==> config.mk <==
export PLATFORM = sky130hd
export DESIGN_NAME = controlUnit
export DESIGN_NICKNAME = d
export VERILOG_FILES = /design/src/rtl/mipsCtrlPkg.sv /design/src/rtl/instrDecode.sv /design/src/rtl/controlTable.sv /design/src/rtl/hazardStall.sv /design/src/rtl/controlPipe.sv /design/src/rtl/controlUnit.sv
export SDC_FILE = /design/constraint.sdc
export NUM_CORES = 1
export LEC_CHECK = 0
export ABC_CLOCK_PERIOD_IN_PS = 4100
export BUFFER_PORTS_ARGS = -buffer_cell sky130_fd_sc_hd__buf_2
export CORE_UTILIZATION = 39
export DETAILED_ROUTE_END_ITERATION = 16
export MAX_ROUTING_LAYER = met4
export SYNTH_ARGS = -nofsm -noshare
export SYNTH_HDL_FRONTEND = slang
export SYNTH_SLANG_ARGS = --single-unit
==> constraint.sdc <==
create_clock -name clk -period 4.1 [get_ports clk]
set_input_delay 0.205 -clock clk [delete_from_list [all_inputs] [get_ports clk]]
set_output_delay 0.205 -clock clk [all_outputs]
set_load 0.01 [all_outputs]
==> src/rtl/mipsCtrlPkg.sv <==
package mipsCtrlPkg;

    typedef logic [31:0] instrT;
    typedef logic [5:0]  opcodeT;
    typedef logic [5:0]  functT;
    typedef logic [4:0]  regAddrT;
    typedef logic [1:0]  stageCntT;   // use time / new time, in stages

    // opcode field
    localparam opcodeT opZero = 6'b000000;   // R-type, look at funct
    localparam opcodeT opAddi = 6'b001000;
    localparam opcodeT opAndi = 6'b001100;
    localparam opcodeT opOri  = 6'b001101;
    localparam opcodeT opLui  = 6'b001111;
    localparam opcodeT opBeq  = 6'b000100;
    localparam opcodeT opBne  = 6'b000101;
    localparam opcodeT opJ    = 6'b000010;
    localparam opcodeT opJal  = 6'b000011;
    localparam opcodeT opLw   = 6'b100011;
    localparam opcodeT opLh   = 6'b100001;
    localparam opcodeT opLhu  = 6'b100101;
    localparam opcodeT opLb   = 6'b100000;
    localparam opcodeT opLbu  = 6'b100100;
    localparam opcodeT opSw   = 6'b101011;
    localparam opcodeT opSh   = 6'b101001;
    localparam opcodeT opSb   = 6'b101000;

    // funct field of R-type
    localparam functT functAdd  = 6'b100000;
    localparam functT functSub  = 6'b100010;
    localparam functT functAnd  = 6'b100100;
    localparam functT functOr   = 6'b100101;
    localparam functT functSlt  = 6'b101010;
    localparam functT functSltu = 6'b101011;
    localparam functT functJr   = 6'b001000;
    localparam functT functJalr = 6'b001001;

    localparam regAddrT  raRegAddr = 5'd31;   // link register for jal
    localparam stageCntT tuseNever = 2'd3;    // source not read

    typedef enum logic [4:0] {
        kindAdd, kindSub, kindAnd, kindOr, kindSlt, kindSltu,
        kindJr, kindJalr,
        kindAddi, kindAndi, kindOri, kindLui,
        kindBeq, kindBne, kindJ, kindJal,
        kindLw, kindLh, kindLhu, kindLb, kindLbu,
        kindSw, kindSh, kindSb,
        kindIllegal
    } instrKindE;

    typedef enum logic [2:0] {aluAdd, aluSub, aluAnd, aluOr, aluSlt, aluSltu} aluOpE;

    typedef enum logic [1:0] {cmpNone, cmpEq, cmpNe} cmpOpE;

    typedef enum logic [1:0] {extZero, extSign, extHigh} extOpE;

    typedef enum logic [1:0] {npcSeq, npcBranch, npcJumpInstr, npcJumpReg} npcSelE;

    typedef enum logic [1:0] {alignWord, alignHalf, alignByte} dmAlignE;

    typedef enum logic [1:0] {wdAlu, wdMem, wdPcPlus8} regWdSelE;

endpackage

==> src/rtl/instrDecode.sv <==
`timescale 1ns/1ns

module instrDecode (
    input  mipsCtrlPkg::instrT     instr,
    output mipsCtrlPkg::instrKindE kind,
    output mipsCtrlPkg::regAddrT   rs,
    output mipsCtrlPkg::regAddrT   rt,
    output mipsCtrlPkg::regAddrT   rd
);
    import mipsCtrlPkg::*;

    opcodeT opcode;
    functT  funct;

    assign opcode = instr[31:26];
    assign funct  = instr[5:0];
    assign rs     = instr[25:21];
    assign rt     = instr[20:16];
    assign rd     = instr[15:11];

    always_comb begin
        if (opcode == opZero) begin
            case (funct)
                functAdd:  kind = kindAdd;
                functSub:  kind = kindSub;
                functAnd:  kind = kindAnd;
                functOr:   kind = kindOr;
                functSlt:  kind = kindSlt;
                functSltu: kind = kindSltu;
                functJr:   kind = kindJr;
                functJalr: kind = kindJalr;
                default:   kind = kindIllegal;   // incl. mult/div group
            endcase
        end else begin
            case (opcode)
                opAddi:  kind = kindAddi;
                opAndi:  kind = kindAndi;
                opOri:   kind = kindOri;
                opLui:   kind = kindLui;
                opBeq:   kind = kindBeq;
                opBne:   kind = kindBne;
                opJ:     kind = kindJ;
                opJal:   kind = kindJal;
                opLw:    kind = kindLw;
                opLh:    kind = kindLh;
                opLhu:   kind = kindLhu;
                opLb:    kind = kindLb;
                opLbu:   kind = kindLbu;
                opSw:    kind = kindSw;
                opSh:    kind = kindSh;
                opSb:    kind = kindSb;
                default: kind = kindIllegal;
            endcase
        end
    end

endmodule

==> src/rtl/controlTable.sv <==
`timescale 1ns/1ns

module controlTable (
    input  mipsCtrlPkg::instrKindE kind,
    input  mipsCtrlPkg::regAddrT   rt,
    input  mipsCtrlPkg::regAddrT   rd,
    output mipsCtrlPkg::cmpOpE     cmpOp,
    output mipsCtrlPkg::extOpE     extOp,
    output mipsCtrlPkg::npcSelE    npcSel,
    output mipsCtrlPkg::aluOpE     aluOp,
    output logic                   aluBSel,   // 1 selects the immediate
    output logic                   dmWe,
    output mipsCtrlPkg::dmAlignE   dmAlign,
    output logic                   dmSign,
    output logic                   regWe,
    output mipsCtrlPkg::regAddrT   destReg,
    output mipsCtrlPkg::regWdSelE  regWdSel,
    output mipsCtrlPkg::stageCntT  rsTuse,
    output mipsCtrlPkg::stageCntT  rtTuse,
    output mipsCtrlPkg::stageCntT  tnew,
    output logic                   illegalInstr
);
    import mipsCtrlPkg::*;

    // main table, defaults describe an instruction that does nothing
    always_comb begin
        cmpOp        = cmpNone;
        extOp        = extZero;
        npcSel       = npcSeq;
        aluBSel      = 1'b0;
        dmWe         = 1'b0;
        regWe        = 1'b0;
        destReg      = '0;
        regWdSel     = wdAlu;
        rsTuse       = tuseNever;
        rtTuse       = tuseNever;
        tnew         = 2'd0;
        illegalInstr = 1'b0;
        case (kind)
            kindAdd, kindSub, kindAnd, kindOr, kindSlt, kindSltu: begin
                regWe   = 1'b1;
                destReg = rd;
                rsTuse  = 2'd1;
                rtTuse  = 2'd1;
                tnew    = 2'd1;
            end
            kindAddi, kindAndi, kindOri, kindLui: begin
                aluBSel = 1'b1;
                regWe   = 1'b1;
                destReg = rt;
                tnew    = 2'd1;
                if (kind == kindAddi) begin
                    extOp = extSign;
                end else if (kind == kindLui) begin
                    extOp = extHigh;   // imm goes to the upper half
                end
                if (kind != kindLui) begin
                    rsTuse = 2'd1;
                end
            end
            kindBeq, kindBne: begin
                cmpOp  = (kind == kindBeq) ? cmpEq : cmpNe;
                npcSel = npcBranch;
                rsTuse = 2'd0;   // compared in decode
                rtTuse = 2'd0;
            end
            kindJ, kindJal: begin
                npcSel = npcJumpInstr;
                if (kind == kindJal) begin
                    regWe    = 1'b1;
                    destReg  = raRegAddr;
                    regWdSel = wdPcPlus8;
                end
            end
            kindJr, kindJalr: begin
                npcSel = npcJumpReg;
                rsTuse = 2'd0;
                if (kind == kindJalr) begin
                    regWe    = 1'b1;
                    destReg  = rd;
                    regWdSel = wdPcPlus8;
                end
            end
            kindLw, kindLh, kindLhu, kindLb, kindLbu: begin
                extOp    = (kind == kindLhu || kind == kindLbu) ? extZero : extSign;
                aluBSel  = 1'b1;
                regWe    = 1'b1;
                destReg  = rt;
                regWdSel = wdMem;
                rsTuse   = 2'd1;
                tnew     = 2'd2;   // data only after memory
            end
            kindSw, kindSh, kindSb: begin
                extOp   = extSign;
                aluBSel = 1'b1;
                dmWe    = 1'b1;
                rsTuse  = 2'd1;
                rtTuse  = 2'd2;   // store data needed in memory stage
            end
            default: illegalInstr = 1'b1;
        endcase
    end

    // alu operation and memory access width
    always_comb begin
        aluOp   = aluAdd;
        dmAlign = alignWord;
        dmSign  = 1'b0;
        case (kind)
            kindSub:                  aluOp = aluSub;
            kindAnd, kindAndi:        aluOp = aluAnd;
            kindOr, kindOri, kindLui: aluOp = aluOr;
            kindSlt:                  aluOp = aluSlt;
            kindSltu:                 aluOp = aluSltu;
            kindLh: begin
                dmAlign = alignHalf;
                dmSign  = 1'b1;
            end
            kindLhu, kindSh:          dmAlign = alignHalf;
            kindLb: begin
                dmAlign = alignByte;
                dmSign  = 1'b1;
            end
            kindLbu, kindSb:          dmAlign = alignByte;
            default: ;
        endcase
    end

endmodule

==> src/rtl/hazardStall.sv <==
`timescale 1ns/1ns

module hazardStall (
    input  mipsCtrlPkg::regAddrT  rs,
    input  mipsCtrlPkg::regAddrT  rt,
    input  mipsCtrlPkg::stageCntT rsTuse,
    input  mipsCtrlPkg::stageCntT rtTuse,
    input  mipsCtrlPkg::regAddrT  destE,
    input  logic                  regWeE,
    input  mipsCtrlPkg::stageCntT tnewE,
    input  mipsCtrlPkg::regAddrT  destM,
    input  logic                  regWeM,
    input  mipsCtrlPkg::stageCntT tnewM,
    output logic                  stall
);
    import mipsCtrlPkg::*;

    // one source against the two producers in flight
    function automatic logic srcHazard(regAddrT src, stageCntT tuse);
        logic live;
        logic hitE;
        logic hitM;
        live = (src != '0) && (tuse != tuseNever);
        hitE = regWeE && (src == destE) && (tuse < tnewE);
        hitM = regWeM && (src == destM) && (tuse < tnewM);
        return live && (hitE || hitM);
    endfunction

    logic rsStall;
    logic rtStall;

    always_comb begin
        rsStall = srcHazard(rs, rsTuse);
        rtStall = srcHazard(rt, rtTuse);
        stall   = rsStall || rtStall;
    end

endmodule

==> src/rtl/controlPipe.sv <==
`timescale 1ns/1ns

module controlPipe (
    input  logic                  clk,
    input  logic                  rst,
    input  logic                  advance,     // decode instruction moves on
    input  mipsCtrlPkg::aluOpE    aluOpD,
    input  logic                  aluBSelD,
    input  logic                  dmWeD,
    input  mipsCtrlPkg::dmAlignE  dmAlignD,
    input  logic                  dmSignD,
    input  logic                  regWeD,
    input  mipsCtrlPkg::regAddrT  destD,
    input  mipsCtrlPkg::regWdSelE regWdSelD,
    input  mipsCtrlPkg::stageCntT tnewD,
    output mipsCtrlPkg::aluOpE    aluOp,
    output logic                  aluBSel,
    output logic                  dmWe,
    output mipsCtrlPkg::dmAlignE  dmAlign,
    output logic                  dmSign,
    output logic                  regWe,
    output mipsCtrlPkg::regAddrT  regWaddr,
    output mipsCtrlPkg::regWdSelE regWdSel,
    output mipsCtrlPkg::regAddrT  destE,
    output logic                  regWeE,
    output mipsCtrlPkg::stageCntT tnewE,
    output mipsCtrlPkg::regAddrT  destM,
    output logic                  regWeM,
    output mipsCtrlPkg::stageCntT tnewM
);
    import mipsCtrlPkg::*;

    // execute stage fields not visible at the ports
    logic     dmWeE;
    dmAlignE  alignE;
    logic     dmSignE;
    regWdSelE wdSelE;
    // memory stage
    regWdSelE wdSelM;

    // write enables, a bubble enters execute when nothing is accepted
    always_ff @(posedge clk) begin
        if (rst) begin
            regWeE <= 1'b0;
            dmWeE  <= 1'b0;
            regWeM <= 1'b0;
            dmWe   <= 1'b0;
            regWe  <= 1'b0;
        end else begin
            regWeE <= advance && regWeD;
            dmWeE  <= advance && dmWeD;
            regWeM <= regWeE;
            dmWe   <= dmWeE;
            regWe  <= regWeM;
        end
    end

    // payload, only meaningful behind a set enable
    always_ff @(posedge clk) begin
        aluOp    <= aluOpD;
        aluBSel  <= aluBSelD;
        alignE   <= dmAlignD;
        dmSignE  <= dmSignD;
        destE    <= destD;
        wdSelE   <= regWdSelD;
        tnewE    <= tnewD;

        dmAlign  <= alignE;
        dmSign   <= dmSignE;
        destM    <= destE;
        wdSelM   <= wdSelE;
        tnewM    <= (tnewE == 2'd0) ? 2'd0 : tnewE - 2'd1;   // one stage closer

        regWaddr <= destM;
        regWdSel <= wdSelM;
    end

endmodule

==> src/rtl/controlUnit.sv <==
`timescale 1ns/1ns

module controlUnit (
    input  logic                  clk,
    input  logic                  rst,
    input  mipsCtrlPkg::instrT    instr,
    input  logic                  instrValid,
    output logic                  instrReady,
    output logic                  illegalInstr,
    output mipsCtrlPkg::cmpOpE    cmpOp,
    output mipsCtrlPkg::extOpE    extOp,
    output mipsCtrlPkg::npcSelE   npcSel,
    output mipsCtrlPkg::aluOpE    aluOp,
    output logic                  aluBSel,
    output logic                  dmWe,
    output mipsCtrlPkg::dmAlignE  dmAlign,
    output logic                  dmSign,
    output logic                  regWe,
    output mipsCtrlPkg::regAddrT  regWaddr,
    output mipsCtrlPkg::regWdSelE regWdSel
);
    import mipsCtrlPkg::*;

    instrKindE kind;
    regAddrT   rs;
    regAddrT   rt;
    regAddrT   rd;

    // decode-stage fields headed down the pipe
    aluOpE     aluOpD;
    logic      aluBSelD;
    logic      dmWeD;
    dmAlignE   dmAlignD;
    logic      dmSignD;
    logic      regWeD;
    regAddrT   destD;
    regWdSelE  regWdSelD;
    stageCntT  rsTuse;
    stageCntT  rtTuse;
    stageCntT  tnewD;

    regAddrT   destE;
    regAddrT   destM;
    logic      regWeE;
    logic      regWeM;
    stageCntT  tnewE;
    stageCntT  tnewM;

    logic      stall;
    logic      advance;

    assign instrReady = !stall;
    assign advance    = instrValid && instrReady;

    instrDecode uDecode (.instr(instr), .kind(kind), .rs(rs), .rt(rt), .rd(rd));

    controlTable uTable (
        .kind(kind), .rt(rt), .rd(rd),
        .cmpOp(cmpOp), .extOp(extOp), .npcSel(npcSel),
        .aluOp(aluOpD), .aluBSel(aluBSelD),
        .dmWe(dmWeD), .dmAlign(dmAlignD), .dmSign(dmSignD),
        .regWe(regWeD), .destReg(destD), .regWdSel(regWdSelD),
        .rsTuse(rsTuse), .rtTuse(rtTuse), .tnew(tnewD),
        .illegalInstr(illegalInstr)
    );

    hazardStall uStall (
        .rs(rs), .rt(rt), .rsTuse(rsTuse), .rtTuse(rtTuse),
        .destE(destE), .regWeE(regWeE), .tnewE(tnewE),
        .destM(destM), .regWeM(regWeM), .tnewM(tnewM),
        .stall(stall)
    );

    // execute stage loads at the accepting edge
    controlPipe uPipe (
        .clk(clk), .rst(rst), .advance(advance),
        .aluOpD(aluOpD), .aluBSelD(aluBSelD), .dmWeD(dmWeD),
        .dmAlignD(dmAlignD), .dmSignD(dmSignD), .regWeD(regWeD),
        .destD(destD), .regWdSelD(regWdSelD), .tnewD(tnewD),
        .aluOp(aluOp), .aluBSel(aluBSel), .dmWe(dmWe),
        .dmAlign(dmAlign), .dmSign(dmSign), .regWe(regWe),
        .regWaddr(regWaddr), .regWdSel(regWdSel),
        .destE(destE), .regWeE(regWeE), .tnewE(tnewE),
        .destM(destM), .regWeM(regWeM), .tnewM(tnewM)
    );

endmodule

==> impl_metrics.tcl <==
set metrics [dict create \
    drt-pass1-iter-count 4 \
    cts.sinks 40 \
    wl_met3_um 156 \
    dpl-instance-area_um2 2421 \
    antenna_found_initial 0 \
    ir_drop_v 0.0001362 \
    worst_pin_slew_ns 0.6948 \
    finalCriticalPeriod_ns 3.820 \
    clock_path_buffers 2 \
    route.detailed.drc 0 \
    cp-start-kind "input pin" \
    skew_ns 0.002375 \
    cts_hold_buffers 0 \
    slew_headroom_pct 53.51 \
    numCtsBuffers 5 \
    fin_tns_setup_ns 0 \
    rr_worst_depth 8 \
    r2r-end "uPipe.regWeE" \
    cts_root_buf "clkbuf_8" \
    drt_wl_total_um 4552 \
    ys_ff_latch 40 \
    wl_met1_um 2172 \
    grt_pass1_vias 1550 \
    path_class "input pin to primary output" \
    dp_hpwl_um 3634 \
    outcome "finished, final reports clean" \
    drive_gt1_share_pct 25.18 \
    nets 327 \
    synth.net_count 271 \
    clock_insertion_delay_worst_skew_ns 0.28 \
    synth_top_cell_by_area "dfxtp_1" \
    ys.flop_type "dfxtp_1" \
    ant_nets 0 \
    ys_top_cells_by_area "dfxtp_1 (38%), ha_1 (6.6%), xnor2_1 (5.9%)" \
    maxSlewViolCount 0 \
    diodes 0 \
    fillers 531 \
    grt.overflow.total 0 \
    critPathLaunch "instr[27]" \
    gp_congestion 0.8436 \
    worst_ep_required_time_ns 3.89 \
    setup_viol 0 \
    vias_per_cell 5.105 \
    die_w_um 75.22 \
    min_from "rst" \
    synth_top_cell_area_share_pct 38.30 \
    route.top_layer_used "met4" \
    via_count 1797 \
    grt_pass1_wl_um 6962 \
    clkTransAtPathRegs_ns 0.07 \
    leakage_nw 1.091 \
    start_util_pct 40.68 \
    avgSynthCellArea_um2 9.292 \
    std_cell_rows 26 \
    htree_levels 2 \
    powerDensity_nw_per_um2 316.4 \
    cp.arrival_ns 3.61 \
    final_cell_mix "buf_2 (53), dfxtp_1 (40), nor2_1 (19), xnor2_1 (14)" \
    endpoint_kind "primary output" \
    post-route-cell-area_um2 2512 \
    crit_end "instrReady" \
    track_usage_pct 16.89 \
    io_pins 59 \
    hold_class "input pin to flip-flop" \
    synth-seq-area-share_pct 38.30 \
    synth_cell_type_count 58 \
    async_flop_share_pct 0 \
    syn_inst 225 \
    rsz0062_at_grt "false" \
    reg2reg_slack_ns 1.87 \
    fmax_mhz 261.8 \
    wl_met2_um 2169 \
    cts_tree "built" \
    final_common_cell "buf_2" \
    die_h_um 75.22 \
    timing.final.crit_share_pct 93.16 \
    r2r-start "uPipe.tnewM[1]" \
    crit_fanout 7 \
    die-area_um2 5658 \
    synthToLayoutAreaGrowth_pct 20.17 \
    hold_viol_final 0 \
    drt_first_iter_violations 60 \
    wl_per_cell_um 12.93 \
    core_area_um2 5140 \
    cap_violations 0 \
    ys_warn_count 0 \
    syn_area_um2 2091 \
    postCtsSetupBuffers 0 \
    grt_max_degree 16 \
    io_buffers 53 \
    synth-edff-count 0 \
]
==> per-stage QoR <==
step | cells | setup WS [ns] | utilization, % | hold WS, ns | power [mW]
detailed placement | 344 | 0.2820 | 47.10 | 0.3121 | 0.5484
finish | 352 | 0.2803 | 48.88 | 0.1222 | 0.7949
global placement | 344 | 0.2748 | 47.10 | 0.3116 | 0.5466
global route | 352 | 0.0008269 | 48.88 | 0.1218 | 0.8367
floorplan | 225 | 0.5830 | - | 0.2766 | 0.5001
CTS | 352 | 0.2716 | 48.86 | 0.1183 | 0.8030
==> routing by layer <==
metal / up-vias / track usage (%)
li1: 926 / -
met1: 827 / 22.78
met2: 38 / 25.33
met3: 6 / 2.945
met4: 0 / 6.173
met5: - / -
==> critical path: stages <==
cell       delay [ns]
buf_2            0.14
inv_1            0.09
ha_1             0.22
nor2b_1          0.17
o311ai_0         0.40
o211ai_2         0.19
and3_1           0.27
a21o_1           0.22
ha_1             0.29
a2111oi_0        0.54
o21ai_0          0.20
o31ai_1          0.23
o211ai_1         0.13
o41a_1           0.15
buf_2            0.16
==> synth_stat cells (2+ instances only) <==
cell type and n:
buf_6 2, nand2b_1 7, a22oi_1 3, a31oi_1 3, a21oi_1 8, nor4b_1 2
a221o_1 5, nand2_1 9, a21o_1 2, o211ai_1 2, nor4_1 2, ha_1 11
o22ai_1 4, nand4_1 3, mux2i_1 2, o31ai_1 2, nor2b_1 9, and3_1 2
dfxtp_1 40, and2_1 7, inv_1 11, o21ai_0 5, nor2_1 19, clkbuf_1 2
xnor2_1 14, nand3_1 3, a2111oi_0 2, xor2_1 7, buf_2 3, or4_1 2
nor3_1 4, and4b_1 2
==> repair_timing <==
item                       CTS  global route
hold endpoints to repair     0             0
setup endpoints to repair    0             1
resized for setup            0             1
==> cell type report <==
class,instances,area [um2],area share (%)
multi-input combinational,167,1205,47.96
timing repair buffer,56,287.8,11.45
inverter,11,41.29,1.643
sequential,40,800.8,31.87
clock buffer,8,90.09,3.586
tap,70,87.58,3.486
==> kinds of logic after synthesis <==
logic type	share of synthesized area [%]
AND/OR/NAND/NOR	21.90
AO/OA/AOI/OAI	19.33
flip-flops	38.30
XOR/XNOR	8.797
buffers and inverters	4.129
adder cells (fa/ha/maj)	6.583
multiplexers	0.9575
==> registers in the layout, indices dropped and copies added (netlist names), 3 cells and up <==
name,count
uPipe.aluOp,3
uPipe.destM,5
uPipe.destE,5
uPipe.regWaddr,5
==> where the power goes <==
group          leakage [nW]  internal [mW]  switching (mW)
combinational         0.720         0.0580          0.0728
clock                0.0455          0.137           0.118
sequential            0.325          0.402         0.00740
==> how the worst min path moves through the flow <==
| stage | cells after the start | slack (ns) | endpoint |
|---|---|---|---|
| after detailed placement | 0 | 0.31 | uPipe.regWdSel[0] |
| after floorplan | 1 | 0.28 | uPipe.dmWe |
| after global placement | 0 | 0.31 | uPipe.wdSelM[0] |
| after CTS | 2 | 0.12 | uPipe.regWe |
| final | 2 | 0.12 | uPipe.regWe |
| after global routing | 2 | 0.12 | uPipe.regWe |
Power figures use the tool's default switching activity.
